<file path="src/source/soc_bus_pkg.sv">
////////////////////////////////////////////////////////////////////////////
// bus widths, address map, register offsets and APB request/response types
////////////////////////////////////////////////////////////////////////////

package soc_bus_pkg;

    // bus geometry
    localparam int data_w      = 16;
    localparam int addr_w      = 20;
    localparam int num_masters = 2;
    localparam int gnt_w       = $clog2(num_masters);
    localparam int core_id_w   = 2;

    // address fields
    localparam int lwex_bit    = 19;
    localparam int swex_bit    = 18;
    localparam int core_id_lsb = 16;
    localparam int sel_lsb     = 12;
    localparam int sel_w       = 4;

    // slave map
    localparam int slv_gpio    = 0;
    localparam int slv_timer   = 1;
    localparam int slv_mem     = 2;
    localparam int num_slaves  = 3;

    // shared memory and gpio sizes
    localparam int mem_depth   = 64;
    localparam int mem_addr_w  = $clog2(mem_depth);
    localparam int gpio_pins   = 8;

    // timer registers
    localparam int reg_off_w   = 2;
    localparam logic [reg_off_w-1:0] tmr_load = 2'd0;
    localparam logic [reg_off_w-1:0] tmr_ctrl = 2'd1;
    localparam logic [reg_off_w-1:0] tmr_pres = 2'd2;
    localparam int ctrl_start  = 0;
    localparam int ctrl_reload = 1;

    // store-exclusive status words
    localparam logic [data_w-1:0] swex_ok   = 16'd0;
    localparam logic [data_w-1:0] swex_fail = 16'd1;

    // owner index plus one, zero is free
    typedef logic [core_id_w:0] lock_t;

    typedef struct packed {
        logic [addr_w-1:0] paddr;
        logic              pwrite;
        logic              psel;
        logic              penable;
        logic [data_w-1:0] pwdata;
    } apb_req_t;

    typedef struct packed {
        logic [data_w-1:0] prdata;
        logic              pready;
    } apb_rsp_t;

endpackage

</file>
<file path="src/source/gpio_apb.sv">
////////////////////////////////////////////////////////////////////////////
// output port register slave
////////////////////////////////////////////////////////////////////////////

`timescale 1ns/100ps

module gpio_apb
    import soc_bus_pkg::*;
(
    input  logic                 clk,
    input  logic                 arst_n,
    input  apb_req_t             req,
    output apb_rsp_t             rsp,
    output logic [gpio_pins-1:0] gpio
);

    logic [gpio_pins-1:0] gpio_q;
    logic                 access;

    assign access = req.psel & req.penable;

    always_ff @(posedge clk or negedge arst_n) begin
        if (!arst_n) begin
            gpio_q <= '0;
        end else if (access && req.pwrite) begin
            gpio_q <= req.pwdata[gpio_pins-1:0];
        end
    end

    // readback of the pin state, upper bits zero
    assign rsp.pready = access;
    assign rsp.prdata = access ? {{(data_w - gpio_pins){1'b0}}, gpio_q} : '0;

    assign gpio = gpio_q;

endmodule

</file>
<file path="config.mk">
export PLATFORM = sky130hd
export DESIGN_NAME = gpio_apb
export DESIGN_NICKNAME = d
export VERILOG_FILES = /design/src/source/soc_bus_pkg.sv /design/src/source/gpio_apb.sv
export SDC_FILE = /design/constraint.sdc
export NUM_CORES = 1
export LEC_CHECK = 0
export BUFFER_PORTS_ARGS = -buffer_cell sky130_fd_sc_hd__buf_2
export CORE_MARGIN = 5
export CORE_UTILIZATION = 28
export CTS_BUF_LIST = sky130_fd_sc_hd__clkbuf_16
export DETAILED_ROUTE_END_ITERATION = 16
export GPL_TIMING_DRIVEN = 0
export MAX_ROUTING_LAYER = met4
export PLACE_DENSITY = 0.76
export SLEW_MARGIN = 30
export SYNTH_ARGS = -nofsm -noshare
export SYNTH_HDL_FRONTEND = slang
export SYNTH_SLANG_ARGS = --single-unit
</file>
<file path="constraint.sdc">
create_clock -name clk -period 1.02 [get_ports clk]
set_input_delay 0.204 -clock clk [delete_from_list [all_inputs] [get_ports clk]]
set_output_delay 0.204 -clock clk [all_outputs]
set_load 0.01 [all_outputs]
</file>
==> flow_metrics.py <==
metrics = {
    "synthesis": {
        "synth_edf_count": 0,
        "avgSynthCellArea_um2": 12.2,
        "synth-compound-area-share": 0,
        "synth_seq_area_share": 0.443,
        "synthCells": 37,
        "yosysTopAreaCellShare": 0.443,
        "synth_xor_area_frac": 0,
        "synth_top_family_by_area": "multiplexers",
        "ys_ff_latch": 8,
        "synth_adder_area_share": 0,
        "synthArstFlopShare": 1.00,
        "synth_most_common_cell": "buf_4",
        "synth-simple-area-share": 0.188,
        "yosys_warnings": 0,
        "yosys-top-cells-area": "dfrtp_1 44%, mux2_2 20%, buf_4 15%",
        "synth_common_cells": "9 x buf_4, 8 x and3_2, 8 x dfrtp_1, 8 x mux2_2",
        "synth.distinct_cells": 8,
        "synth-main-ff-cell": "dfrtp_1",
        "syn-cell-area_um2": 452,
        "synth_mux_area_frac": 0.199,
        "yosys.area.top_type": "dfrtp_1",
    },
    "drt": {
        "drtAntennaViolNets": 0,
        "route.vias.total": 414,
        "drtIter0Drc": 2,
        "drcViolationCount": 0,
        "wire_per_inst_um": 13.2,
        "wl_um": 1300,
        "viasPerCell": 4.18,
        "dr.pass1.iters": 3,
    },
    "power": {
        "clock_power_share": 0.399,
        "max-vdd-ir-drop_mv": 1.23,
        "total_power_mw": 1.60,
        "p_per_area_mw_per_mm2": 1720,
        "p_comb_frac": 0.337,
        "switchingPower_uw": 366,
        "pwr-share-seq": 0.264,
        "p_int_mw": 1.24,
        "p_leak_nw": 0.476,
        "swShare": 0.229,
    },
    "grt": {
        "grt_pass1_vias": 477,
        "grt_pass1_wl_um": 2130,
        "grt_antenna_before_repair": 0,
        "grt_usage": 0.114,
        "grt-ovfl-total": 0,
        "grt_max_degree": 11,
    },
    "sta": {
        "finalHoldViolCount": 0,
        "report.final.slew_viol_count": 0,
        "rsz0062_at_grt": "yes",
        "period_share": 1.09,
        "fmax_ghz": 0.901,
        "setup-violations-final": 15,
        "period_needed_ns": 1.11,
        "tns_ns": -0.843,
        "clock_skew_ns": 0,
        "setup_ws_ns": -0.0895,
    },
    "die": {
        "die_width_um": 50.2,
        "die_height_um": 50.2,
        "io_pins": 66,
        "dieArea_mm2": 0.00252,
        "coreArea_mm2": 0.00152,
        "initial_core_util": 0.296,
        "num_rows": 14,
    },
    "placed_design": {
        "place_ws_ns": -0.0254,
        "place_inst": 88,
        "portBuffers": 28,
        "place_congestion": 0.662,
    },
    "critical_path": {
        "worst_path_max_delay_cell": "dfrtp_1",
        "rrSetupSlack_ns": 0.11,
        "r2r-end": "gpio[7]",
        "worstPathMaxFanout": 2,
        "crit_chain": "and3_4, buf_6",
        "crit_path_start_kind": "flip-flop",
        "r2r-start": "gpio[7]",
        "ff2ff_path_depth": 2,
        "critPathMaxStageDelay_ns": 0.38,
        "end_kind": "output pin",
        "path_class": "reg -> out",
        "critical_path_required_ns": 0.82,
        "cp_data_arrival_time_ns": 0.91,
    },
    "cts": {
        "clk_pin_slew_ns": 0.04,
        "cts_tree": "built",
        "htree_levels": 1,
        "clkLatencyLatePin_ns": 0.22,
        "cts_buffers": 3,
        "clock_sinks": 8,
        "clock_path_buffers": 2,
        "clockRootBuffer": "clkbuf_16",
    },
    "hold_path": {
        "holdPathStages": 2,
        "min_path_type": "in -> reg",
        "hold_path_end": "gpio[5]",
        "worstHoldStart": "req[5]",
    },
    "flow_run": {
        "cap_violations": 0,
    },
    "cells_and_area": {
        "largest_reg_flops": 8,
        "layout.core_utilization": 0.610,
        "nets": 126,
        "area_growth_pct": 106,
        "drive_gt1_frac": 0.795,
        "layout.cells.non_filler": 99,
        "n_antenna_cell": 0,
    },
    "run_status": {
        "violations": "setup timing",
        "status": "finished, violations left",
    },
}
-- worst max-delay path: cells and delay by family (launching register included) --
kind | cells | cell delay [ns]
buffers and inverters | 1 | 0.12
flip-flops | 1 | 0.38
AND/OR/NAND/NOR | 1 | 0.18
-- layer usage --
| layer | wire, um | global-route usage | up-vias |
|---|---|---|---|
| met5 | 0 | - | - |
| met4 | 4 | 0.0393 | 0 |
| met2 | 687 | 0.201 | 26 |
| met3 | 145 | 0.0385 | 2 |
| met1 | 464 | 0.117 | 184 |
| li1 | - | - | 202 |
-- through the flow --
step	hold slack (ns)	area (um2)
after floorplan	-0.0916	478
after global placement	0.0522	638
after detailed placement	0.0608	638
after CTS	0.210	911
after global routing	0.213	930
final	0.211	930
-- timing repair --
item	CTS	global route
endpoints found under the setup margin	9	15
hold endpoints to repair	8	0
pin swaps	4	4
gates resized for setup	26	5
buffers inserted	7	0
hold buffers	1	0
-- logic make-up (layout without fill, tap and decap cells) --
family / Yosys count / count (layout)
simple gates: 10 / 10
buf+inv: 10 / 49
mux: 8 / 8
flops: 8 / 8
other cells: 1 / 8
-- how the worst max path moves through the flow --
stage | startpoint | end | slack (ns)
after global routing | gpio[2] | rsp[3] | -0.12
final | gpio[2] | rsp[3] | -0.09
after floorplan | req[17] | gpio[0] | 0.09
after CTS | gpio[1] | rsp[2] | -0.07
after global placement | req[17] | rsp[0] | -0.02
after detailed placement | req[17] | rsp[0] | -0.03
-- cell usage in the layout, fill, tap and decap left out --
| cell type | n |
|---|---|
| dfrtp_1 | 8 |
| buf_2 | 12 |
| nand3_4 | 1 |
| and2_2 | 1 |
| mux2_2 | 8 |
| and3_4 | 8 |
| buf_6 | 20 |
| clkbuf_16 | 3 |
| conb_1 | 8 |
| clkbuf_8 | 1 |
| dlygate4sd3_1 | 1 |
| buf_4 | 12 |
-- power groups by stage --
stage	sequential, mW	clock [mW]	combinational (mW)
floorplan	0.448	0	0.141
global placement	0.416	0	0.297
detailed placement	0.423	0	0.302
CTS	0.413	0.649	0.518
global route	0.434	0.670	0.582
finish	0.423	0.639	0.540
-- area by class of cell --
type	instances	area, um2
flip-flops and latches	8	200
fillers	124	594
repair buffers	36	318
clock buffers	3	75.1
well taps	16	20.0
multi-input cells	26	235
plain buffers	10	81.3
Power figures use the tool's default switching activity.
