--- src/source/soc_bus_pkg.sv ---
////////////////////////////////////////////////////////////////////////////
// bus widths, address map, register offsets and APB request/response types
////////////////////////////////////////////////////////////////////////////

package soc_bus_pkg;

    // bus geometry
    localparam int data_w      = 16;
    localparam int addr_w      = 20;
    localparam int num_masters = 2;
    localparam int gnt_w       = $clog2(num_masters);
    localparam int core_id_w   = 2;

    // address fields
    localparam int lwex_bit    = 19;
    localparam int swex_bit    = 18;
    localparam int core_id_lsb = 16;
    localparam int sel_lsb     = 12;
    localparam int sel_w       = 4;

    // slave map
    localparam int slv_gpio    = 0;
    localparam int slv_timer   = 1;
    localparam int slv_mem     = 2;
    localparam int num_slaves  = 3;

    // shared memory and gpio sizes
    localparam int mem_depth   = 64;
    localparam int mem_addr_w  = $clog2(mem_depth);
    localparam int gpio_pins   = 8;

    // timer registers
    localparam int reg_off_w   = 2;
    localparam logic [reg_off_w-1:0] tmr_load = 2'd0;
    localparam logic [reg_off_w-1:0] tmr_ctrl = 2'd1;
    localparam logic [reg_off_w-1:0] tmr_pres = 2'd2;
    localparam int ctrl_start  = 0;
    localparam int ctrl_reload = 1;

    // store-exclusive status words
    localparam logic [data_w-1:0] swex_ok   = 16'd0;
    localparam logic [data_w-1:0] swex_fail = 16'd1;

    // owner index plus one, zero is free
    typedef logic [core_id_w:0] lock_t;

    typedef struct packed {
        logic [addr_w-1:0] paddr;
        logic              pwrite;
        logic              psel;
        logic              penable;
        logic [data_w-1:0] pwdata;
    } apb_req_t;

    typedef struct packed {
        logic [data_w-1:0] prdata;
        logic              pready;
    } apb_rsp_t;

endpackage

--- src/source/shared_mem_apb.sv ---
////////////////////////////////////////////////////////////////////////////
// shared data memory slave with load/store-exclusive monitor
////////////////////////////////////////////////////////////////////////////

`timescale 1ns/100ps

module shared_mem_apb
    import soc_bus_pkg::*;
(
    input  logic     clk,
    input  logic     arst_n,
    input  apb_req_t req,
    output apb_rsp_t rsp
);

    logic [mem_addr_w-1:0] word_addr;
    logic [mem_addr_w-1:0] sweep_addr_q;
    logic                  sweep_q;
    logic                  wait_q;
    logic                  access;
    logic                  ready;
    logic                  lwex;
    logic                  swex;
    logic [core_id_w-1:0]  core_id;
    lock_t                 own_tag;
    lock_t                 lock_rd;
    lock_t                 lock_wd;
    logic [mem_addr_w-1:0] lock_addr;
    logic                  lock_we;
    logic                  is_locked;
    logic                  is_owner;
    logic                  swex_pass;
    logic [data_w-1:0]     data_rd;
    logic                  data_we;

    // address fields
    assign word_addr = req.paddr[mem_addr_w-1:0];
    assign swex      = req.paddr[swex_bit];
    assign lwex      = req.paddr[lwex_bit] & ~swex;
    assign core_id   = req.paddr[core_id_lsb +: core_id_w];
    assign own_tag   = {1'b0, core_id} + lock_t'(1);

    ////////////////////////////////////////////////////////////////////////////
    // lock flag clear after reset
    ////////////////////////////////////////////////////////////////////////////

    always_ff @(posedge clk or negedge arst_n) begin
        if (!arst_n) begin
            sweep_q      <= 1'b1;
            sweep_addr_q <= '0;
        end else if (sweep_q) begin
            sweep_addr_q <= sweep_addr_q + 1'b1;
            if (sweep_addr_q == mem_addr_w'(mem_depth - 1)) begin
                sweep_q <= 1'b0;
            end
        end
    end

    // one wait state, flag and data are settled in the second access cycle
    assign access = req.psel & req.penable;
    assign ready  = access & wait_q;

    always_ff @(posedge clk or negedge arst_n) begin
        if (!arst_n) begin
            wait_q <= 1'b0;
        end else begin
            wait_q <= access & ~wait_q & ~sweep_q;
        end
    end

    ////////////////////////////////////////////////////////////////////////////
    // exclusive monitor
    ////////////////////////////////////////////////////////////////////////////

    assign is_locked = |lock_rd;
    assign is_owner  = is_locked & (lock_rd == own_tag);
    assign swex_pass = swex & is_owner;

    // plain writes always land, store-exclusive only for the owner
    assign data_we = ready & req.pwrite & (~swex | swex_pass);

    assign lock_addr = sweep_q ? sweep_addr_q : word_addr;
    assign lock_we   = sweep_q
                     | (ready & lwex & ~req.pwrite & ~is_locked)
                     | (ready & swex_pass);
    assign lock_wd   = (!sweep_q && lwex) ? own_tag : '0;

    sync_ram #(
        .word_t (logic [data_w-1:0])
    ) mem_data_i (
        .clk   (clk),
        .addr  (word_addr),
        .wdata (req.pwdata),
        .we    (data_we),
        .rdata (data_rd)
    );

    sync_ram #(
        .word_t (lock_t)
    ) mem_lock_i (
        .clk   (clk),
        .addr  (lock_addr),
        .wdata (lock_wd),
        .we    (lock_we),
        .rdata (lock_rd)
    );

    always_comb begin
        rsp.pready = ready;
        if (!ready) begin
            rsp.prdata = '0;
        end else if (swex) begin
            rsp.prdata = swex_pass ? swex_ok : swex_fail;
        end else begin
            rsp.prdata = data_rd;
        end
    end

    // owner match already stands in the first access cycle
    a_swex_locked: assert property (@(posedge clk) disable iff (!arst_n)
        (data_we && swex) |-> $past(lock_rd == own_tag));

endmodule

--- src/source/sync_ram.sv ---
////////////////////////////////////////////////////////////////////////////
// single-port RAM with registered read, word type set per instance
////////////////////////////////////////////////////////////////////////////

`timescale 1ns/100ps

module sync_ram
    import soc_bus_pkg::*;
#(
    parameter type word_t = logic [data_w-1:0]
) (
    input  logic                  clk,
    input  logic [mem_addr_w-1:0] addr,
    input  word_t                 wdata,
    input  logic                  we,
    output word_t                 rdata
);

    word_t mem [mem_depth];

    // read returns the old word on a write cycle
    always_ff @(posedge clk) begin
        if (we) begin
            mem[addr] <= wdata;
        end
        rdata <= mem[addr];
    end

endmodule

--- config.mk ---
export PLATFORM = sky130hd
export DESIGN_NAME = shared_mem_apb
export DESIGN_NICKNAME = d
export VERILOG_FILES = /design/src/source/soc_bus_pkg.sv /design/src/source/shared_mem_apb.sv /design/src/source/sync_ram.sv
export SDC_FILE = /design/constraint.sdc
export NUM_CORES = 1
export LEC_CHECK = 0
export BUFFER_PORTS_ARGS = -buffer_cell sky130_fd_sc_hd__buf_2
export CORE_MARGIN = 8
export CORE_UTILIZATION = 35
export CTS_CLUSTER_DIAMETER = 50
export DETAILED_ROUTE_END_ITERATION = 8
export GPL_TIMING_DRIVEN = 0
export SYNTH_ARGS = -nofsm -noshare
export SYNTH_HDL_FRONTEND = slang
export SYNTH_SLANG_ARGS = --single-unit
--- constraint.sdc ---
create_clock -name clk -period 6.6 [get_ports clk]
set_clock_uncertainty 0.2 [all_clocks]
set_input_delay 1.32 -clock clk [delete_from_list [all_inputs] [get_ports clk]]
set_output_delay 1.32 -clock clk [all_outputs]
set_load 0.01 [all_outputs]
==> impl_metrics.json, run 1 <==
{
  "final_cell_mix": "1216 x edfxtp_1, 266 x a22oi_1, 122 x clkbuf_16",
  "pin_count": 58,
  "ant_nets": 0,
  "synth-seq-area-share_pct": 79.1,
  "yosys_warnings": 0,
  "arrival_ns": 6.59,
  "wire_per_inst_um": 35.6,
  "grt_use_total_pct": 22.0,
  "met2_usage_pct": 33.6,
  "cts_setup_buffers": 0,
  "cap_violations": 2,
  "grt_max_degree": 65,
  "io_buffers": 46,
  "avgSynthCellArea_um2": 17.8,
  "cts_root_buffer": "clkbuf_16",
  "rsz0062_at_grt": "no",
  "grt_pass1_wl_mm": 226,
  "grt_use_met3_pct": 6.04,
  "slew_headroom_pct": -6.03,
  "cts_sinks": 1243,
  "r2r_slack_ns": 1.65,
  "synth_top_area_share_pct": 77.9,
  "worstPathRequired_ns": 6.85,
  "hold_buffers": 0,
  "gp_congestion": 0.927,
  "grt-ovfl-total": 0,
  "insertion_delay_ns": 0.78,
  "reg2reg_to": "mem_data_i.mem[55][14]",
  "initial_core_util_pct": 35.2,
  "yosysUniqueCellTypes": 77,
  "clock_path_buffers": 3,
  "routed-via-count": 29300,
  "status": "complete, but fails checks",
  "coreArea_um2": 133000,
  "worst_pin_slew_ns": 1.59,
  "crit_path_end_kind": "flip-flop",
  "viasPerCell": 6.21,
  "fin_nets": 2879,
  "seqCellArea_um2": 37100,
  "cts_inserted_buffers": 121,
  "fp.dieW_um": 382,
  "cts_resized": 0,
  "first_global_vias": 27500,
  "grt_use_met1_pct": 29.3,
  "violations": "capacitance limit, slew limit",
  "htree_levels": 3,
  "critPathLaunchType": "input port",
  "ir_drop_mv": 0.217,
  "num_rows": 134,
  "busiest_layer": "met2",
  "powerDensity_nw_per_um2": 303,
  "period_needed_ns": 6.35,
  "criticalPathCategory": "input port to flip-flop",
  "multiInputGateArea_um2": 9380,
  "reg2regPathDepth": 6,
  "netlist_area_um2": 46900,
  "cts.clk_slew.worst_paths_ns": 0.06,
  "nFillCells": 11900,
  "layout-drive-gt1-share_pct": 17.5,
  "die_area_um2": 146000,
  "min_path_type": "input port to asynchronous set/reset pin",
  "finalHoldViolCount": 0,
  "synthCells": 2634,
  "fp.dieH_um": 382,
  "areaGrowthSynthToFinish_pct": 16.0,
  "synth-seq-cells": 1243,
  "fmax_mhz": 158,
  "layout_commonest_cell": "edfxtp_1",
  "cts_tree": "yes",
  "synthTopCellsByArea": "edfxtp_1 78%, a22oi_1 4.3%, mux2_2 1.8%, a221oi_1 1.7%, nor2_1 1.3%",
  "setup_violations": 0,
  "drt_iter0_drc": 5312,
  "dr.pass1.iters": 7,
  "slew_viol_final": 20,
  "async_flop_share_pct": 0.644,
  "finalCritPeriodShare_pct": 96.2,
  "worstReg2RegStart": "mem_lock_i.rdata[0]",
  "yosys.area.top_type": "edfxtp_1",
  "crit_fanout": 11,
  "syn_nets": 2677,
  "drc": 0,
  "drt_wl_total_mm": 168,
  "synth_edf_count": 1216,
  "finalPower_mw": 16.5,
  "synth-main-ff-cell": "edfxtp_1",
  "hpwlAfterDp_mm": 104,
  "antenna_found_initial": 10,
  "leakage_nw": 16.7,
  "final_util_pct": 40.8
}
[registers in the layout, indices dropped and copies added (netlist names)]
signal,flops
sweep_q,1
mem_lock_i.mem,192
sweep_addr_q,6
mem_lock_i.rdata,3
mem_data_i.rdata,16
mem_data_i.mem,1024
wait_q,1
[logic make-up after synthesis]
kind of cell	count (synthesis)	share of synthesized area, %
AO/OA/AOI/OAI	697	11.5
XOR/XNOR	7	0.131
flip-flops	1243	79.1
adder cells (fa/ha/maj)	2	0.0534
multiplexers	144	3.88
AND/OR/NAND/NOR	361	3.57
buffers and inverters	180	1.75
[cells in the mapped netlist (44+ instances only)]
cell / n
nor2_1: 165
mux2_2: 73
buf_2: 63
a31oi_1: 50
mux2i_1: 45
a221oi_1: 89
a22o_1: 61
a22oi_1: 266
nand2_1: 82
a21oi_1: 44
clkbuf_1: 73
edfxtp_1: 1216
[critical path, stage by stage]
cell	delay, ns
buf_2	0.12
buf_4	0.17
and3b_1	0.39
buf_2	0.36
buf_1	0.94
clkbuf_1	1.23
nand2_1	0.80
nor2_2	0.99
buf_16	0.23
[cell type report]
type / instances / share of cell area (%)
Antenna cell: 2 / 0.00920
Clock buffer: 161 / 6.01
Clock inverter: 69 / 1.26
Sequential cell: 1243 / 68.2
Inverter: 8 / 0.0552
Tap cell: 1768 / 4.07
Buffer: 172 / 1.46
Timing Repair Buffer: 79 / 1.72
Multi-Input combinational cell: 1211 / 17.2
[through the flow]
step | setup TNS, ns | area [um2] | setup WS, ns | hold slack, ns | instances
2_1_floorplan | 0 | 46900 | 2.32 | 0.206 | 2634
3_3_place_gp | -374.44 | 49300 | -1.01 | 0.220 | 4448
3_5_place_dp | -5.17 | 50400 | -0.150 | 0.225 | 4481
4_1_cts | 0 | 54400 | 0.632 | 0.169 | 4711
5_1_grt | 0 | 54400 | 0.522 | 0.198 | 4711
6_report | 0 | 54400 | 0.252 | 0.223 | 4713
[where the power goes]
part | switching [mW] | internal, mW
clock network | 3.09 | 3.86
logic | 0.631 | 0.200
registers | 0.00632 | 8.67
total | 3.73 | 12.7
[worst max-delay path by stage]
stage | from | endpoint | depth (start not counted)
global route | req[21] | mem_data_i.mem[43][4] | 9
finish | req[21] | mem_data_i.mem[43][4] | 9
CTS | req[21] | mem_data_i.mem[43][4] | 9
floorplan | req[35] | mem_data_i.mem[0][0] | 7
global placement | req[21] | mem_data_i.mem[51][9] | 8
detailed placement | req[21] | mem_data_i.mem[43][4] | 9
[metal layers]
metal  vias up  share of wire, %
met5         -                 0
met4         0               5.5
met3       494                14
met2      2458                44
met1     14900                37
li1      11400                 -
Note: power is estimated with default switching activity, not from simulation.
==> inputs of run 2 (changes only) <==
--- a/config.mk
+++ b/config.mk
@@ -13,4 +13,5 @@
 export GPL_TIMING_DRIVEN = 0
 export SYNTH_ARGS = -nofsm -noshare
 export SYNTH_HDL_FRONTEND = slang
+export SYNTH_HIERARCHICAL = 1
 export SYNTH_SLANG_ARGS = --single-unit
==> impl_metrics.json, run 2 <==
{
  "largest_reg_flops": 1024,
  "grt-ovfl-total": 0,
  "clkPwrFrac_pct": 42.9,
  "slew_headroom_pct": 2.90,
  "arrival_ns": 5.72,
  "seqCellArea_um2": 37100,
  "p_int_mw": 13.1,
  "grt_pass1_wl_mm": 208,
  "synth-seq-area-share_pct": 77.0,
  "wire_per_inst_um": 29.8,
  "yosysUniqueCellTypes": 74,
  "synthTopCellsByArea": "edfxtp_1 76%, mux2i_1 3.4%, a22oi_1 3.3%, a221oi_1 2.2%, nor2_1 1.8%",
  "layout_commonest_cell": "edfxtp_1",
  "min_path_type": "input port to asynchronous set/reset pin",
  "yosysMostFrequentCell": "edfxtp_1",
  "rsz0062_at_grt": "no",
  "final_cell_mix": "1216 x edfxtp_1, 215 x a22oi_1, 166 x nor2_1",
  "avgSynthCellArea_um2": 17.0,
  "num_rows": 136,
  "status": "finished clean",
  "ir_drop_mv": 0.226,
  "areaGrowthSynthToFinish_pct": 16.4,
  "leakage_nw": 18.0,
  "fin_nets": 3121,
  "drt_wl_total_mm": 148,
  "grt_max_degree": 65,
  "top_register": "mem_data_i/mem",
  "pre_cts_ws_ns": 0.551,
  "slew_viol_final": 0,
  "finalWorstSetupSlack_ns": 1.03,
  "pwr-share-comb_pct": 5.6,
  "cts_inserted_buffers": 133,
  "insertion_delay_ns": 0.75,
  "fp.dieW_um": 387,
  "clock_path_buffers": 3,
  "yosys_warnings": 6,
  "criticalPathCategory": "input port to flip-flop",
  "synth-main-ff-cell": "edfxtp_1",
  "multiInputGateArea_um2": 10100,
  "cap_violations": 0,
  "reg2regPathDepth": 6,
  "n_antenna_cell": 0,
  "cts_root_buffer": "clkbuf_16",
  "fp.dieH_um": 387,
  "setup_tns_ns": 0,
  "syn_nets": 2876,
  "fmax_mhz": 180,
  "crit_path_end_kind": "flip-flop",
  "crit_fanout": 16,
  "yosys.area.top_type": "edfxtp_1",
  "worst_pin_slew_ns": 1.46,
  "setup_violations": 0,
  "async_flop_share_pct": 0.644,
  "first_global_vias": 27800,
  "ant_nets": 0,
  "finalHoldViolCount": 0,
  "io_buffers": 47,
  "die_area_um2": 150000,
  "synth_edf_count": 1216,
  "drt_iter0_drc": 4033,
  "cts_setup_buffers": 0,
  "synth_top_area_share_pct": 75.7,
  "critPathLaunchType": "input port",
  "grt_use_total_pct": 19.0,
  "period_needed_ns": 5.57,
  "coreArea_um2": 137000,
  "synthCells": 2833,
  "pin_count": 58,
  "cts_sinks": 1243,
  "netlist_area_um2": 48200,
  "initial_core_util_pct": 35.1,
  "cts_resized": 0,
  "p_sw_mw": 3.77,
  "synth-seq-cells": 1243,
  "dr.pass1.iters": 7,
  "routed-via-count": 29000,
  "gp_congestion": 0.971,
  "finalCritPeriodShare_pct": 84.4,
  "p_sw_share_pct": 22.4,
  "viasPerCell": 5.83,
  "cts_tree": "yes",
  "cts.clk_slew.worst_paths_ns": 0.06,
  "powerDensity_nw_per_um2": 301,
  "reg_top3": "mem_data_i/mem (1024), mem_lock_i/mem (192), mem_data_i/rdata (16)",
  "worstPathRequired_ns": 6.75,
  "nFillCells": 12200,
  "drc": 0,
  "sequentialPowerShare_pct": 51.5,
  "antenna_found_initial": 5,
  "hpwlAfterDp_mm": 98.1,
  "layout-drive-gt1-share_pct": 17.6,
  "synth_top_cells_by_count": "1216 x edfxtp_1, 229 x nor2_1, 215 x a22oi_1",
  "htree_levels": 4,
  "hold_buffers": 0
}
run 2: cell count changes after synthesis, moves of 29 or more:
cell      change
mux2i_1     +119
a221oi_1     +32
nor2_1       +64
mux2_2       -29
o22ai_1      +51
a22o_1       -37
a21oi_1      +39
a22oi_1      -51
run 2: worst paths after layout:
| kind | to | slack [ns] | startpoint |
|---|---|---|---|
| max in group asynchronous | sweep_q | 5.73 | arst_n |
| hold reg to reg | wait_q | 0.23 | wait_q |
| setup reg to reg | mem_data_i/mem[5][4] | 1.99 | wait_q |
| setup / recovery | mem_data_i/mem[5][4] | 1.03 | req[19] |
| hold / removal | sweep_addr_q[1] | 0.23 | arst_n |
| min in group clk | wait_q | 0.23 | wait_q |
run 2: power groups by stage:
| stage | combinational [mW] | sequential [mW] | clock, mW |
|---|---|---|---|
| after floorplan | 0.448 | 8.85 | 0 |
| after global placement | 0.903 | 8.85 | 0 |
| after detailed placement | 0.917 | 8.85 | 0 |
| after CTS | 0.920 | 8.68 | 7.33 |
| after global routing | 0.979 | 8.68 | 7.62 |
| final | 0.949 | 8.68 | 7.23 |
run 2: critical path: stages:
cell      delay [ns]
buf_2           0.24
buf_4           0.26
nor2b_1         0.17
buf_2           0.36
buf_6           0.25
buf_4           0.23
clkbuf_1        0.74
nand3_1         0.97
nor2_2          1.11
run 2: area by class of cell:
| class | instances | share of cell area (%) |
|---|---|---|
| multi-input combinational | 1380 | 18.1 |
| clock buffer | 165 | 6.41 |
| clock inverter | 75 | 1.13 |
| buffer | 202 | 1.96 |
| sequential | 1243 | 66.1 |
| tap | 1794 | 4.00 |
| inverter | 8 | 0.0535 |
| timing repair buffer | 110 | 2.21 |
run 2: kinds of logic after synthesis:
kind of cell | count (synthesis) | share of synthesized area, %
flip-flops | 1243 | 77.0
AO/OA/AOI/OAI | 707 | 10.9
adder cells (fa/ha/maj) | 2 | 0.0519
buffers and inverters | 210 | 2.35
XOR/XNOR | 8 | 0.145
multiplexers | 231 | 5.46
AND/OR/NAND/NOR | 432 | 4.12
run 2: metal layers:
layer / vias to the layer above / track usage (%) / part of all wire [%]
met5: - / 0 / 0.025
met2: 1740 / 28.4 / 44
met3: 338 / 6.08 / 12
met1: 14800 / 25.5 / 40
li1: 12100 / - / -
met4: 6 / 8.42 / 4.7
run 2: stage by stage:
stage	instance area, um2	std cells	power, mW	utilization [%]	hold WS [ns]
2_1_floorplan	48200	2833	9.29	-	0.199
3_3_place_gp	50700	4674	9.76	37.0	0.214
3_5_place_dp	51800	4735	9.77	37.8	0.222
4_1_cts	56000	4975	16.9	40.9	0.187
5_1_grt	56100	4977	17.3	40.9	0.216
6_report	56100	4977	16.9	40.9	0.228
