## config.mk

```make
export PLATFORM = sky130hd
export DESIGN_NAME = timer_apb
export DESIGN_NICKNAME = d
export VERILOG_FILES = /design/src/source/soc_bus_pkg.sv /design/src/source/timer_apb.sv
export SDC_FILE = /design/constraint.sdc
export NUM_CORES = 1
export LEC_CHECK = 0
export BUFFER_PORTS_ARGS = -buffer_cell sky130_fd_sc_hd__buf_2
export CORE_MARGIN = 2
export CORE_UTILIZATION = 57
export DETAILED_ROUTE_END_ITERATION = 8
export GPL_TIMING_DRIVEN = 0
export PLACE_DENSITY = 0.82
export SETUP_SLACK_MARGIN = 0.2
export SLEW_MARGIN = 20
export SYNTH_ARGS = -nofsm -noshare
export SYNTH_HDL_FRONTEND = slang
export SYNTH_SLANG_ARGS = --single-unit
```

## constraint.sdc

```tcl
create_clock -name clk -period 2.66 [get_ports clk]
set_clock_uncertainty 0.05 [all_clocks]
set_input_delay 0.532 -clock clk [delete_from_list [all_inputs] [get_ports clk]]
set_output_delay 0.532 -clock clk [all_outputs]
set_load 0.1 [all_outputs]
```

## src/source/soc_bus_pkg.sv

```systemverilog
////////////////////////////////////////////////////////////////////////////
// bus widths, address map, register offsets and APB request/response types
////////////////////////////////////////////////////////////////////////////

package soc_bus_pkg;

    // bus geometry
    localparam int data_w      = 16;
    localparam int addr_w      = 20;
    localparam int num_masters = 2;
    localparam int gnt_w       = $clog2(num_masters);
    localparam int core_id_w   = 2;

    // address fields
    localparam int lwex_bit    = 19;
    localparam int swex_bit    = 18;
    localparam int core_id_lsb = 16;
    localparam int sel_lsb     = 12;
    localparam int sel_w       = 4;

    // slave map
    localparam int slv_gpio    = 0;
    localparam int slv_timer   = 1;
    localparam int slv_mem     = 2;
    localparam int num_slaves  = 3;

    // shared memory and gpio sizes
    localparam int mem_depth   = 64;
    localparam int mem_addr_w  = $clog2(mem_depth);
    localparam int gpio_pins   = 8;

    // timer registers
    localparam int reg_off_w   = 2;
    localparam logic [reg_off_w-1:0] tmr_load = 2'd0;
    localparam logic [reg_off_w-1:0] tmr_ctrl = 2'd1;
    localparam logic [reg_off_w-1:0] tmr_pres = 2'd2;
    localparam int ctrl_start  = 0;
    localparam int ctrl_reload = 1;

    // store-exclusive status words
    localparam logic [data_w-1:0] swex_ok   = 16'd0;
    localparam logic [data_w-1:0] swex_fail = 16'd1;

    // owner index plus one, zero is free
    typedef logic [core_id_w:0] lock_t;

    typedef struct packed {
        logic [addr_w-1:0] paddr;
        logic              pwrite;
        logic              psel;
        logic              penable;
        logic [data_w-1:0] pwdata;
    } apb_req_t;

    typedef struct packed {
        logic [data_w-1:0] prdata;
        logic              pready;
    } apb_rsp_t;

endpackage

```

## src/source/timer_apb.sv

```systemverilog
////////////////////////////////////////////////////////////////////////////
// prescaled down-counting timer slave with expiry flag
////////////////////////////////////////////////////////////////////////////

`timescale 1ns/100ps

module timer_apb
    import soc_bus_pkg::*;
(
    input  logic     clk,
    input  logic     arst_n,
    input  apb_req_t req,
    output apb_rsp_t rsp,
    output logic     timer_out
);

    logic [data_w-1:0]    load_q;
    logic [data_w-1:0]    ctrl_q;
    logic [data_w-1:0]    pres_q;
    logic [data_w-1:0]    count_q;
    logic [data_w-1:0]    pres_cnt_q;
    logic [reg_off_w-1:0] offset;
    logic                 access;
    logic                 we;
    logic                 tick;

    assign offset = req.paddr[reg_off_w-1:0];
    assign access = req.psel & req.penable;
    assign we     = access & req.pwrite;

    // no wait states
    assign rsp.pready = access;

    always_comb begin
        rsp.prdata = '0;
        if (access) begin
            case (offset)
                tmr_load: rsp.prdata = count_q;
                tmr_ctrl: rsp.prdata = ctrl_q;
                default:  rsp.prdata = '0;
            endcase
        end
    end

    ////////////////////////////////////////////////////////////////////////////
    // prescaler
    ////////////////////////////////////////////////////////////////////////////

    // wraps from pres_q down to zero, one step strobe per wrap
    assign tick = (pres_cnt_q == '0);

    always_ff @(posedge clk or negedge arst_n) begin
        if (!arst_n) begin
            pres_cnt_q <= '0;
        end else if (tick) begin
            pres_cnt_q <= pres_q;
        end else begin
            pres_cnt_q <= pres_cnt_q - 1'b1;
        end
    end

    ////////////////////////////////////////////////////////////////////////////
    // registers and counter
    ////////////////////////////////////////////////////////////////////////////

    always_ff @(posedge clk or negedge arst_n) begin
        if (!arst_n) begin
            load_q  <= '0;
            ctrl_q  <= '0;
            pres_q  <= '0;
            count_q <= '0;
        end else begin
            if (we && offset == tmr_ctrl) begin
                ctrl_q <= req.pwdata;
            end
            if (we && offset == tmr_pres) begin
                pres_q <= req.pwdata;
            end
            // a load write restarts the count
            if (we && offset == tmr_load) begin
                load_q  <= req.pwdata;
                count_q <= req.pwdata;
            end else if (ctrl_q[ctrl_start]) begin
                if (count_q == '0) begin
                    count_q <= load_q;
                end else if (tick) begin
                    count_q <= count_q - 1'b1;
                end
            end else if (ctrl_q[ctrl_reload]) begin
                count_q <= load_q;
            end
        end
    end

    assign timer_out = (count_q == '0) & ctrl_q[ctrl_start];

endmodule
```

==> results of run 1 <==
==> state kept, by name, summed over array words and instances, names as in the netlist <==
| register | flops |
|---|---|
| count_q | 16 |
| pres_q | 16 |
| pres_cnt_q | 16 |
| load_q | 16 |
| ctrl_q | 16 |
==> synth_stat cells (2+ instances only) <==
library cell / instances / area [um2]
a21boi_0: 3 / 22.5
a21oi_1: 5 / 25.0
a31oi_1: 3 / 18.8
a32oi_1: 4 / 35.0
and2_1: 5 / 31.3
and3_1: 4 / 25.0
and4_1: 2 / 17.5
buf_1: 2 / 7.51
buf_2: 7 / 35.0
buf_4: 2 / 15.0
clkbuf_1: 11 / 41.3
dfrtp_1: 80 / 2000
ha_1: 4 / 50.1
inv_1: 6 / 22.5
mux2_2: 31 / 349
mux2i_1: 17 / 170
nand2_1: 82 / 308
nand2b_1: 2 / 12.5
nand3_1: 15 / 75.1
nand4_1: 6 / 37.5
nor2_1: 39 / 146
nor2b_1: 2 / 12.5
nor3_1: 10 / 50.1
nor3_2: 3 / 30.0
nor4_1: 8 / 50.1
nor4_4: 2 / 42.5
o211ai_1: 3 / 22.5
o21ai_0: 26 / 130
or2_2: 2 / 12.5
or3_1: 2 / 12.5
or3_4: 3 / 33.8
xnor2_1: 10 / 87.6
xor2_1: 6 / 52.6
==> stage by stage <==
stage               util (%)  setup WS [ps]  hold slack, ps  area, um2
detailed placement      64.0           -427             409       4590
global route            69.0            191            40.4       4950
global placement        63.5           -388             401       4560
finish                  69.0            262            17.9       4950
floorplan                  -          -79.9             186       4240
CTS                     68.0            206            21.4       4880
==> power breakdown <==
part | internal, W | leakage [nW] | switching (W)
sequential | 0.00161 | 0.990 | 0.000437
clock | 0.000443 | 0.0977 | 0.000486
combinational | 0.000720 | 1.13 | 0.000915
total | 0.00277 | 2.22 | 0.00184
==> final cells by class <==
class                   count  area (um2)  share of cell area [%]
plain buffers              22         114                    2.30
clock buffers               9         124                    2.50
clock inverters             7        78.8                    1.59
inverters                   6        22.5                   0.455
multi-input cells         320        2170                    43.9
flip-flops and latches     80        2010                    40.5
well taps                  99         124                    2.50
repair buffers             47         308                    6.21
==> repair_timing <==
action | CTS | global route
setup endpoints to repair | 13 | 16
hold buffers | 0 | 0
gates resized for setup | 15 | 17
pin swaps | 3 | 3
buffers inserted | 2 | 5
==> how the worst max path moves through the flow <==
stage	end	slack, ps	cells past startpoint
2_1_floorplan	rsp[16]	-80	4
3_3_place_gp	rsp[8]	-390	7
3_5_place_dp	rsp[9]	-430	7
4_1_cts	timer_out	210	6
5_1_grt	count_q[12]$_DFFE_PN0P_	190	8
6_report	rsp[10]	260	7
==> routing by layer <==
metal / global-route usage, % / vias up / wire, um
met5: 0 / - / 0
li1: - / 1615 / -
met3: 4.95 / 18 / 638
met1: 36.3 / 1721 / 4590
met4: 11.3 / 0 / 134
met2: 43.9 / 131 / 5080
==> cells by family (layout without fill, tap and decap cells) <==
group                    after synthesis  in the layout
AO/OA/AOI/OAI                         57             57
XOR/XNOR                              16             16
adder cells (fa/ha/maj)                4              4
buffers and inverters                 28             91
flip-flops                            80             80
multiplexers                          48             48
AND/OR/NAND/NOR                      195            195
==> out/results.ini, run 1 <==
[timing]
grt_setup_unrepaired=true
slew_headroom_pct=49.4
layout_min_cycle_time_ps=2400
fin_crit_sh_pct=90.1
final_max_slew_viol_count=0
setup_viol=0
fin_setup_tns_ps=0
final-hold-violation-count=0
tightest_slew_ps=757
fmax_mhz=417

[setup_path]
crit_buf_inv=4
max_stage_delay_ps=420
r2r_cells=6
cp.required_ps=2080
critPathCaptureType=output pin
worstSetupPathType=primary input to output pin
crit_path_cell_trace=buf_2, and2_1, nand2b_1, clkbuf_2, clkbuf_8, nor2_2, buf_2
worstPathMaxFanout=10
crit_start=req[17]
ff2ff_setup_slack_ps=300
path_common_cell=buf_2
critical_path_arrival_ps=1820
start_kind=primary input
critical_path.top_delay_family=buffers and inverters
cp_slowest_cell=buf_2
r2r-start=pres_cnt_q[9]$_DFF_PN0_
reg2reg_to=count_q[7]$_DFFE_PN0P_

[global_routing]
grt_overflow=0
grt_max_degree=57
antenna_found_initial=0
grt_pass1_wl_um=17400
grt_pass1_vias=3512
globalRouteTotalUtil_pct=27.1

[power]
p_leak_nw=2.22
total_power_w=0.00461
ir_drop_v=0.000466
powerDensity_nw_per_um2=931

[placed_design]
gp_congestion=0.937
io_buffers=39
dpl.hpwl_um=7320
dp.cells=567

[detailed_routing]
firstDrtPassIters=6
viasPerCell=5.91
remaining_drc_errors=0
routed_wl_um=10400
ant_nets=0
wire_per_inst_um=17.7
vias=3485
drt_iter0_drc=290

[cts]
cts_tree=done
cts_htree_levels=3
cts.sinks=80
root_buffer=clkbuf_8
clk_path_buf_depth=2
insertion_delay_ps=360
clkTransAtPathRegs_ps=90
cts_made_buffers=9

[floorplan]
core-area_um2=7180
die_h_um=89.7
io_pins=59
start_util_pct=58.3
dieArea_um2=8050
rows=31
chipWidth_um=89.7

[cells_and_area]
drive_gt1_share_pct=29.3
syn_to_final_growth_pct=18.3
final_common_cell=nand2_1
antennaDiodeCount=0
final_cell_mix=nand2_1 (81), dfrtp_1 (75), buf_2 (38), mux2_2 (31), nor2_1 (28)
nets=531
fill_cells=543
stdcell_count=590

[flow_run]
maxCapViolations=0

[yosys]
yosys.area_share.simple_pct=23.3
synthArstFlopShare_pct=100
yosysWarnings=0
ys_seq_area_share_pct=47.8
synth_xor_area_share_pct=3.35
syn_inst=428
syn-num-nets=473
muxShareOfSynthArea_pct=12.4
synth_compound_area_share_pct=9.09
avgSynthCellArea_um2=9.78
synth-edff-count=0
synth.distinct_cells=54
synth-seq-cells=80
synthAdderAreaFrac_pct=1.20
synth_top_family_by_area=simple AND/OR/NAND/NOR gates
synth_ff_type=dfrtp_1
synthesis.area_um2=4190

[min_path]
hold_path_class=primary input to asynchronous set/reset pin

[outcome]
status=finished clean

(Power assumes the default switching activity.)
==> run 2: changes to the inputs <==
--- a/config.mk
+++ b/config.mk
@@ -5,12 +5,12 @@
 export SDC_FILE = /design/constraint.sdc
 export NUM_CORES = 1
 export LEC_CHECK = 0
-export BUFFER_PORTS_ARGS = -buffer_cell sky130_fd_sc_hd__buf_2
+export BUFFER_PORTS_ARGS = -buffer_cell sky130_fd_sc_hd__buf_4
 export CORE_MARGIN = 2
-export CORE_UTILIZATION = 57
+export CORE_UTILIZATION = 61
 export DETAILED_ROUTE_END_ITERATION = 8
 export GPL_TIMING_DRIVEN = 0
-export PLACE_DENSITY = 0.82
+export PLACE_DENSITY = 0.87
 export SETUP_SLACK_MARGIN = 0.2
 export SLEW_MARGIN = 20
 export SYNTH_ARGS = -nofsm -noshare
==> constraint.sdc (replaced) <==
create_clock -name clk -period 2.9 [get_ports clk]
set_clock_uncertainty 0.05 [all_clocks]
set_input_delay 0.58 -clock clk [delete_from_list [all_inputs] [get_ports clk]]
set_output_delay 0.58 -clock clk [all_outputs]
set_load 0.1 [all_outputs]
==> run 2 against run 1 <==
  * Combinational power decreased by 12%
  * Core utilization increased by 3.7 points
  * Design area decreased by 1.3%
  * Global-route usage up 4.7 points
  * Sequential power is 9% lower
  * Sequential cell count stayed put
  * Sequential share of layout area rose by 0.40 points
  * Die area shrank 6.3%
  * Worst setup slack improved by 34 ps
  * Register-to-register slack better by 60 ps
  * Highest routed layer unchanged
  * Critical path type unchanged
  * First-iteration DRC count shrank 2.8%
  * Worst hold slack better by 310 ps
  * Largest power group unchanged
==> out/results.ini, run 2 (synthesis gave the netlist of run 1 again) <==
[timing]
final-hold-violation-count=0  ; unchanged
final_max_slew_viol_count=0  ; unchanged
layout_min_cycle_time_ps=2600
grt_setup_unrepaired=false
setup_viol=0  ; unchanged
fin_setup_tns_ps=0  ; unchanged
fin_crit_sh_pct=89.8
setup_ws_ps=296  ; +33.9 ps
fmax_mhz=384
slew_headroom_pct=33.4  ; -16 points
tightest_slew_ps=999  ; +243 ps

[cts]
insertion_delay_ps=370  ; about the same
cts_made_buffers=9  ; unchanged
clk_path_buf_depth=2  ; unchanged
root_buffer=clkbuf_8
cts_htree_levels=3  ; unchanged
cts_tree=done
cts.sinks=80  ; unchanged
clkTransAtPathRegs_ps=90  ; about the same

[setup_path]
worstPathMaxFanout=10  ; unchanged
r2r_cells=7  ; +1
start_kind=primary input
worstSetupPathType=primary input to output pin
critical_path_arrival_ps=1970  ; +150 ps
critPathCaptureType=output pin
ff2ff_setup_slack_ps=360  ; +60 ps
cp.required_ps=2270  ; +190 ps

[cells_and_area]
drive_gt1_share_pct=26.2  ; -3.1 points
stdcell_area_um2=4890  ; -1.3%
antennaDiodeCount=0  ; unchanged
final_common_cell=nand2_1
nets=524  ; -1.3%
final_cell_mix=nand2_1 (82), dfrtp_1 (80), buf_4 (41), mux2_2 (31), nor2_1 (28)
syn_to_final_growth_pct=16.8
final_util_pct=72.8  ; +3.7 points
fill_cells=508  ; -6.4%

[floorplan]
core-area_um2=6720  ; -6.4%
chipWidth_um=86.8  ; -3.2%
rows=30  ; -3.2%
dieArea_um2=7540  ; -6.3%
die_h_um=86.8  ; -3.2%
start_util_pct=62.3  ; +4.0 points
io_pins=59  ; unchanged

[global_routing]
grt_overflow=0  ; unchanged
globalRouteTotalUtil_pct=31.7  ; +4.7 points
grt_pass1_vias=3603  ; +2.6%
antenna_found_initial=0  ; unchanged
grt_max_degree=81  ; +42%
grt_pass1_wl_um=17900  ; +3.1%

[placed_design]
dpl.hpwl_um=7680  ; +5.0%
placed_cell_area_um2=4630  ; +0.93%
gp_congestion=0.946  ; +0.97%
io_buffers=39  ; unchanged
place_ws_ps=-228  ; +199 ps

[power]
p_leak_nw=2.19  ; -1.2%
ir_drop_v=0.000466  ; about the same
total_power_w=0.00419  ; -9.2%
powerDensity_nw_per_um2=856  ; -8.1%

[detailed_routing]
viasPerCell=6.24  ; +5.6%
wire_per_inst_um=19.5  ; +9.9%
routed_wl_um=11000  ; +5.1%
drt_iter0_drc=282  ; -2.8%
ant_nets=0  ; unchanged
firstDrtPassIters=6  ; unchanged
vias=3518  ; +0.95%
highest_layer=met4
met3WireLength_um=806  ; +26%
wl_met1_um=4360  ; -5.1%
remaining_drc_errors=0  ; unchanged
wl_met2_um=5430  ; +7.0%

[outcome]
status=finished clean

[flow_run]
maxCapViolations=0  ; unchanged

[min_path]
hold_path_class=primary input to asynchronous set/reset pin

[run 2: through the flow]
step / instances / hold WS [ps]
finish: 564 / 326
global route: 564 / 398
CTS: 563 / 365
detailed placement: 547 / 408
global placement: 547 / 400
floorplan: 428 / 234
[run 2: cell type report]
type                       count  area, um2  share of cell area, %
timing repair buffer          40        304                   6.22
sequential                    80       2000                   40.9
inverter                       6       22.5                  0.461
clock inverter                 7       83.8                   1.71
multi-input combinational    320       2140                   43.8
buffer                        22        110                   2.25
clock buffer                   9        124                   2.53
tap                           80        100                   2.05
[run 2: worst paths after layout]
path | startpoint | to
setup / recovery | req[17] | rsp[6]
hold / removal | arst_n | pres_cnt_q[4]$_DFF_PN0_
setup reg to reg | count_q[10]$_DFFE_PN0P_ | count_q[8]$_DFFE_PN0P_
hold reg to reg | load_q[2]$_DFFE_PN0P_ | load_q[2]$_DFFE_PN0P_
max in group asynchronous | arst_n | count_q[1]$_DFFE_PN0P_
min in group clk | req[7] | load_q[7]$_DFFE_PN0P_
[run 2: layer usage]
| layer | up-vias | track usage, % |
|---|---|---|
| li1 | 1608 | - |
| met1 | 1717 | 40.5 |
| met2 | 152 | 52.0 |
| met3 | 41 | 6.76 |
| met4 | 0 | 14.5 |
| met5 | - | 0 |
[run 2: what timing repair did]
action	in CTS	in global routing
hold buffers	0	0
endpoints found under the hold margin	0	0
pin swaps	0	1
buffers inserted	0	1
endpoints found under the setup margin	11	2
gates resized for setup	7	2
[run 2: report_power, final]
group	total (W)	switching (W)	internal [W]	leakage [nW]
logic	0.00145	0.000849	0.000597	1.09
clock network	0.000871	0.000456	0.000414	0.103
registers	0.00187	0.000399	0.00147	0.996
total	0.00419	0.00170	0.00248	2.19
[run 2: worst max-delay path: stages]
cell      delay (ps)
buf_4            110
and2_1           180
nand2b_1          80
clkbuf_1         290
clkbuf_4         400
nor2_2            90
buf_4            240
==> run 3: changes to the inputs <==
--- a/config.mk
+++ b/config.mk
@@ -7,10 +7,10 @@
 export LEC_CHECK = 0
 export BUFFER_PORTS_ARGS = -buffer_cell sky130_fd_sc_hd__buf_4
 export CORE_MARGIN = 2
-export CORE_UTILIZATION = 61
+export CORE_UTILIZATION = 57
 export DETAILED_ROUTE_END_ITERATION = 8
 export GPL_TIMING_DRIVEN = 0
-export PLACE_DENSITY = 0.87
+export PLACE_DENSITY = 0.82
 export SETUP_SLACK_MARGIN = 0.2
 export SLEW_MARGIN = 20
 export SYNTH_ARGS = -nofsm -noshare
==> constraint.sdc (replaced) <==
create_clock -name clk -period 2.8 [get_ports clk]
set_clock_uncertainty 0.05 [all_clocks]
set_input_delay 0 -clock clk [delete_from_list [all_inputs] [get_ports clk]]
set_output_delay 0 -clock clk [all_outputs]
set_load 0.1 [all_outputs]
==> run 3 against run 2 <==
  * First-iteration DRC count grew 5.7%
  * Clock power shrank 12%
  * Highest routed layer unchanged
  * Sequential power grew 3%
  * Sequential cell count is the same
  * Wire length shrank 1.5%
  * Worst setup slack gained 85 ps
  * Cell count grew 6.6%
  * Clock-buffer cell count grew 1
  * Critical path depth grew 1
  * Global-route usage shrank 3.7 points
  * Design area grew 2.1%
==> out/results.ini, run 3 (synthesis gave the netlist of run 1 again) <==
[detailed_routing]
ant_nets=0  ; unchanged
firstDrtPassIters=5  ; -1
drt_iter0_drc=298  ; +5.7%
routed_wl_um=10800  ; -1.5%
vias=3591  ; +2.1%
wire_per_inst_um=18.0  ; -7.5%
viasPerCell=5.98  ; -4.2%
remaining_drc_errors=0  ; unchanged

[setup_path]
cp.required_ps=2970  ; +700 ps
worstPathMaxFanout=10  ; unchanged
ff2ff_setup_slack_ps=380  ; +20 ps
critPathCaptureType=flop
start_kind=flop
critical_path_arrival_ps=2590  ; +620 ps
crit_path_cell_trace=clkbuf_1, nor4_2, nand4_1, nand2_2, buf_2, nor2_1, a41oi_1, o211ai_1
max_stage_delay_ps=380  ; -20 ps
cp_slowest_cell=nor4_2
worstSetupPathType=flop to flop

[floorplan]
core-area_um2=7180  ; +6.8%
dieArea_um2=8050  ; +6.7%
io_pins=59  ; unchanged
rows=31  ; +3.3%
chipWidth_um=89.7  ; +3.3%
die_h_um=89.7  ; +3.3%
start_util_pct=58.3  ; -4.0 points

[global_routing]
grt_pass1_vias=3487  ; -3.2%
globalRouteTotalUtil_pct=28.0  ; -3.7 points
grt_max_degree=81  ; unchanged
grt_overflow=0  ; unchanged
antenna_found_initial=0  ; unchanged
grt_pass1_wl_um=17700  ; -1.0%

[cells_and_area]
antennaDiodeCount=0  ; unchanged
final_common_cell=nand2_1
seq_area_um2=2000  ; unchanged
drive_gt1_share_pct=23.1  ; -3.1 points
nets=542  ; +3.4%
multi_input_area_um2=2090  ; -2.5%
final_cell_mix=nand2_1 (81), dfrtp_1 (80), buf_4 (42), nor2_1 (39), mux2_2 (31)
fill_cells=563  ; +11%
syn_to_final_growth_pct=19.2

[timing]
tightest_slew_ps=861  ; -138 ps
slew_headroom_pct=42.6  ; +9.2 points
setup_viol=0  ; unchanged
setup_ws_ps=381  ; +85.0 ps
fmax_mhz=413
final_max_slew_viol_count=0  ; unchanged
fin_setup_tns_ps=0  ; unchanged
layout_min_cycle_time_ps=2420
grt_setup_unrepaired=true
fin_crit_sh_pct=86.4
final-hold-violation-count=0  ; unchanged

[placed_design]
io_buffers=39  ; unchanged
dpl.hpwl_um=7530  ; -1.9%
place_ws_ps=240  ; +468 ps
gp_congestion=0.943  ; -0.37%

[min_path]
hold_path_class=primary input to flop

[cts]
cts_htree_levels=3  ; unchanged
cts_made_buffers=9  ; unchanged
clkTransAtPathRegs_ps=80  ; about the same
insertion_delay_ps=360  ; about the same
root_buffer=clkbuf_8
clk_path_buf_depth=2  ; unchanged
cts_tree=done
cts.sinks=80  ; unchanged

[outcome]
status=finished clean

[power]
p_leak_nw=2.25  ; +2.5%
powerDensity_nw_per_um2=832  ; -2.8%
ir_drop_v=0.000449  ; -3.7%

[flow_run]
maxCapViolations=0  ; unchanged

run 3: cell type report:
class	instances	area share, %
Inverter	6	0.451
Sequential cell	80	40.1
Multi-Input combinational cell	320	41.9
Buffer	22	1.98
Timing Repair Buffer	58	9.65
Clock inverter	6	0.702
Tap cell	99	2.48
Clock buffer	10	2.76
run 3: per-layer routing:
layer  wire length (um)  track usage [%]  vias up
li1                   -                -     1645
met1               4610             37.7     1757
met2               5220             46.2      166
met3                683             3.27       23
met4                298             12.3        0
met5                  0                0        -
run 3: worst max-delay path: cells and delay by family (launching register included):
kind,cells,cell delay [ps]
simple gates,4,970
compound gates,2,430
buf+inv,2,460
flops,1,360
run 3: what timing repair did:
item / in CTS / in global routing
resized for setup: 0 / 5
setup endpoints to repair: 0 / 9
buffers inserted: 0 / 2
hold endpoints to repair: 143 / 0
hold buffers: 17 / 0
run 3: path summary, 6_finish.rpt:
| check | from | end | cells past startpoint |
|---|---|---|---|
| worst min-delay path | req[20] | pres_q[1]$_DFFE_PN0P_ | 3 |
| min in group asynchronous | arst_n | pres_cnt_q[10]$_DFF_PN0_ | 2 |
| max in group asynchronous | arst_n | load_q[11]$_DFFE_PN0P_ | 2 |
| worst min register to register | pres_cnt_q[0]$_DFF_PN0_ | pres_cnt_q[0]$_DFF_PN0_ | 1 |
| worst max register to register | count_q[2]$_DFFE_PN0P_ | count_q[8]$_DFFE_PN0P_ | 8 |
| worst max-delay path | count_q[2]$_DFFE_PN0P_ | count_q[8]$_DFFE_PN0P_ | 8 |
run 3: through the flow:
stage	utilization (%)	cells	instance area, um2	hold slack (ps)	total power, W
final	69.6	601	4990	176	0.00416
after global routing	69.6	601	4990	210	0.00442
after CTS	68.9	599	4950	176	0.00410
after detailed placement	64.1	566	4600	176	0.00331
after global placement	64.1	566	4600	168	0.00325
after floorplan	-	428	4190	-346	0.00291
run 3: power breakdown:
group          switching [W]  internal [W]
clock network       0.000424      0.000339
logic               0.000828      0.000634
registers           0.000405       0.00152
total                0.00166       0.00250
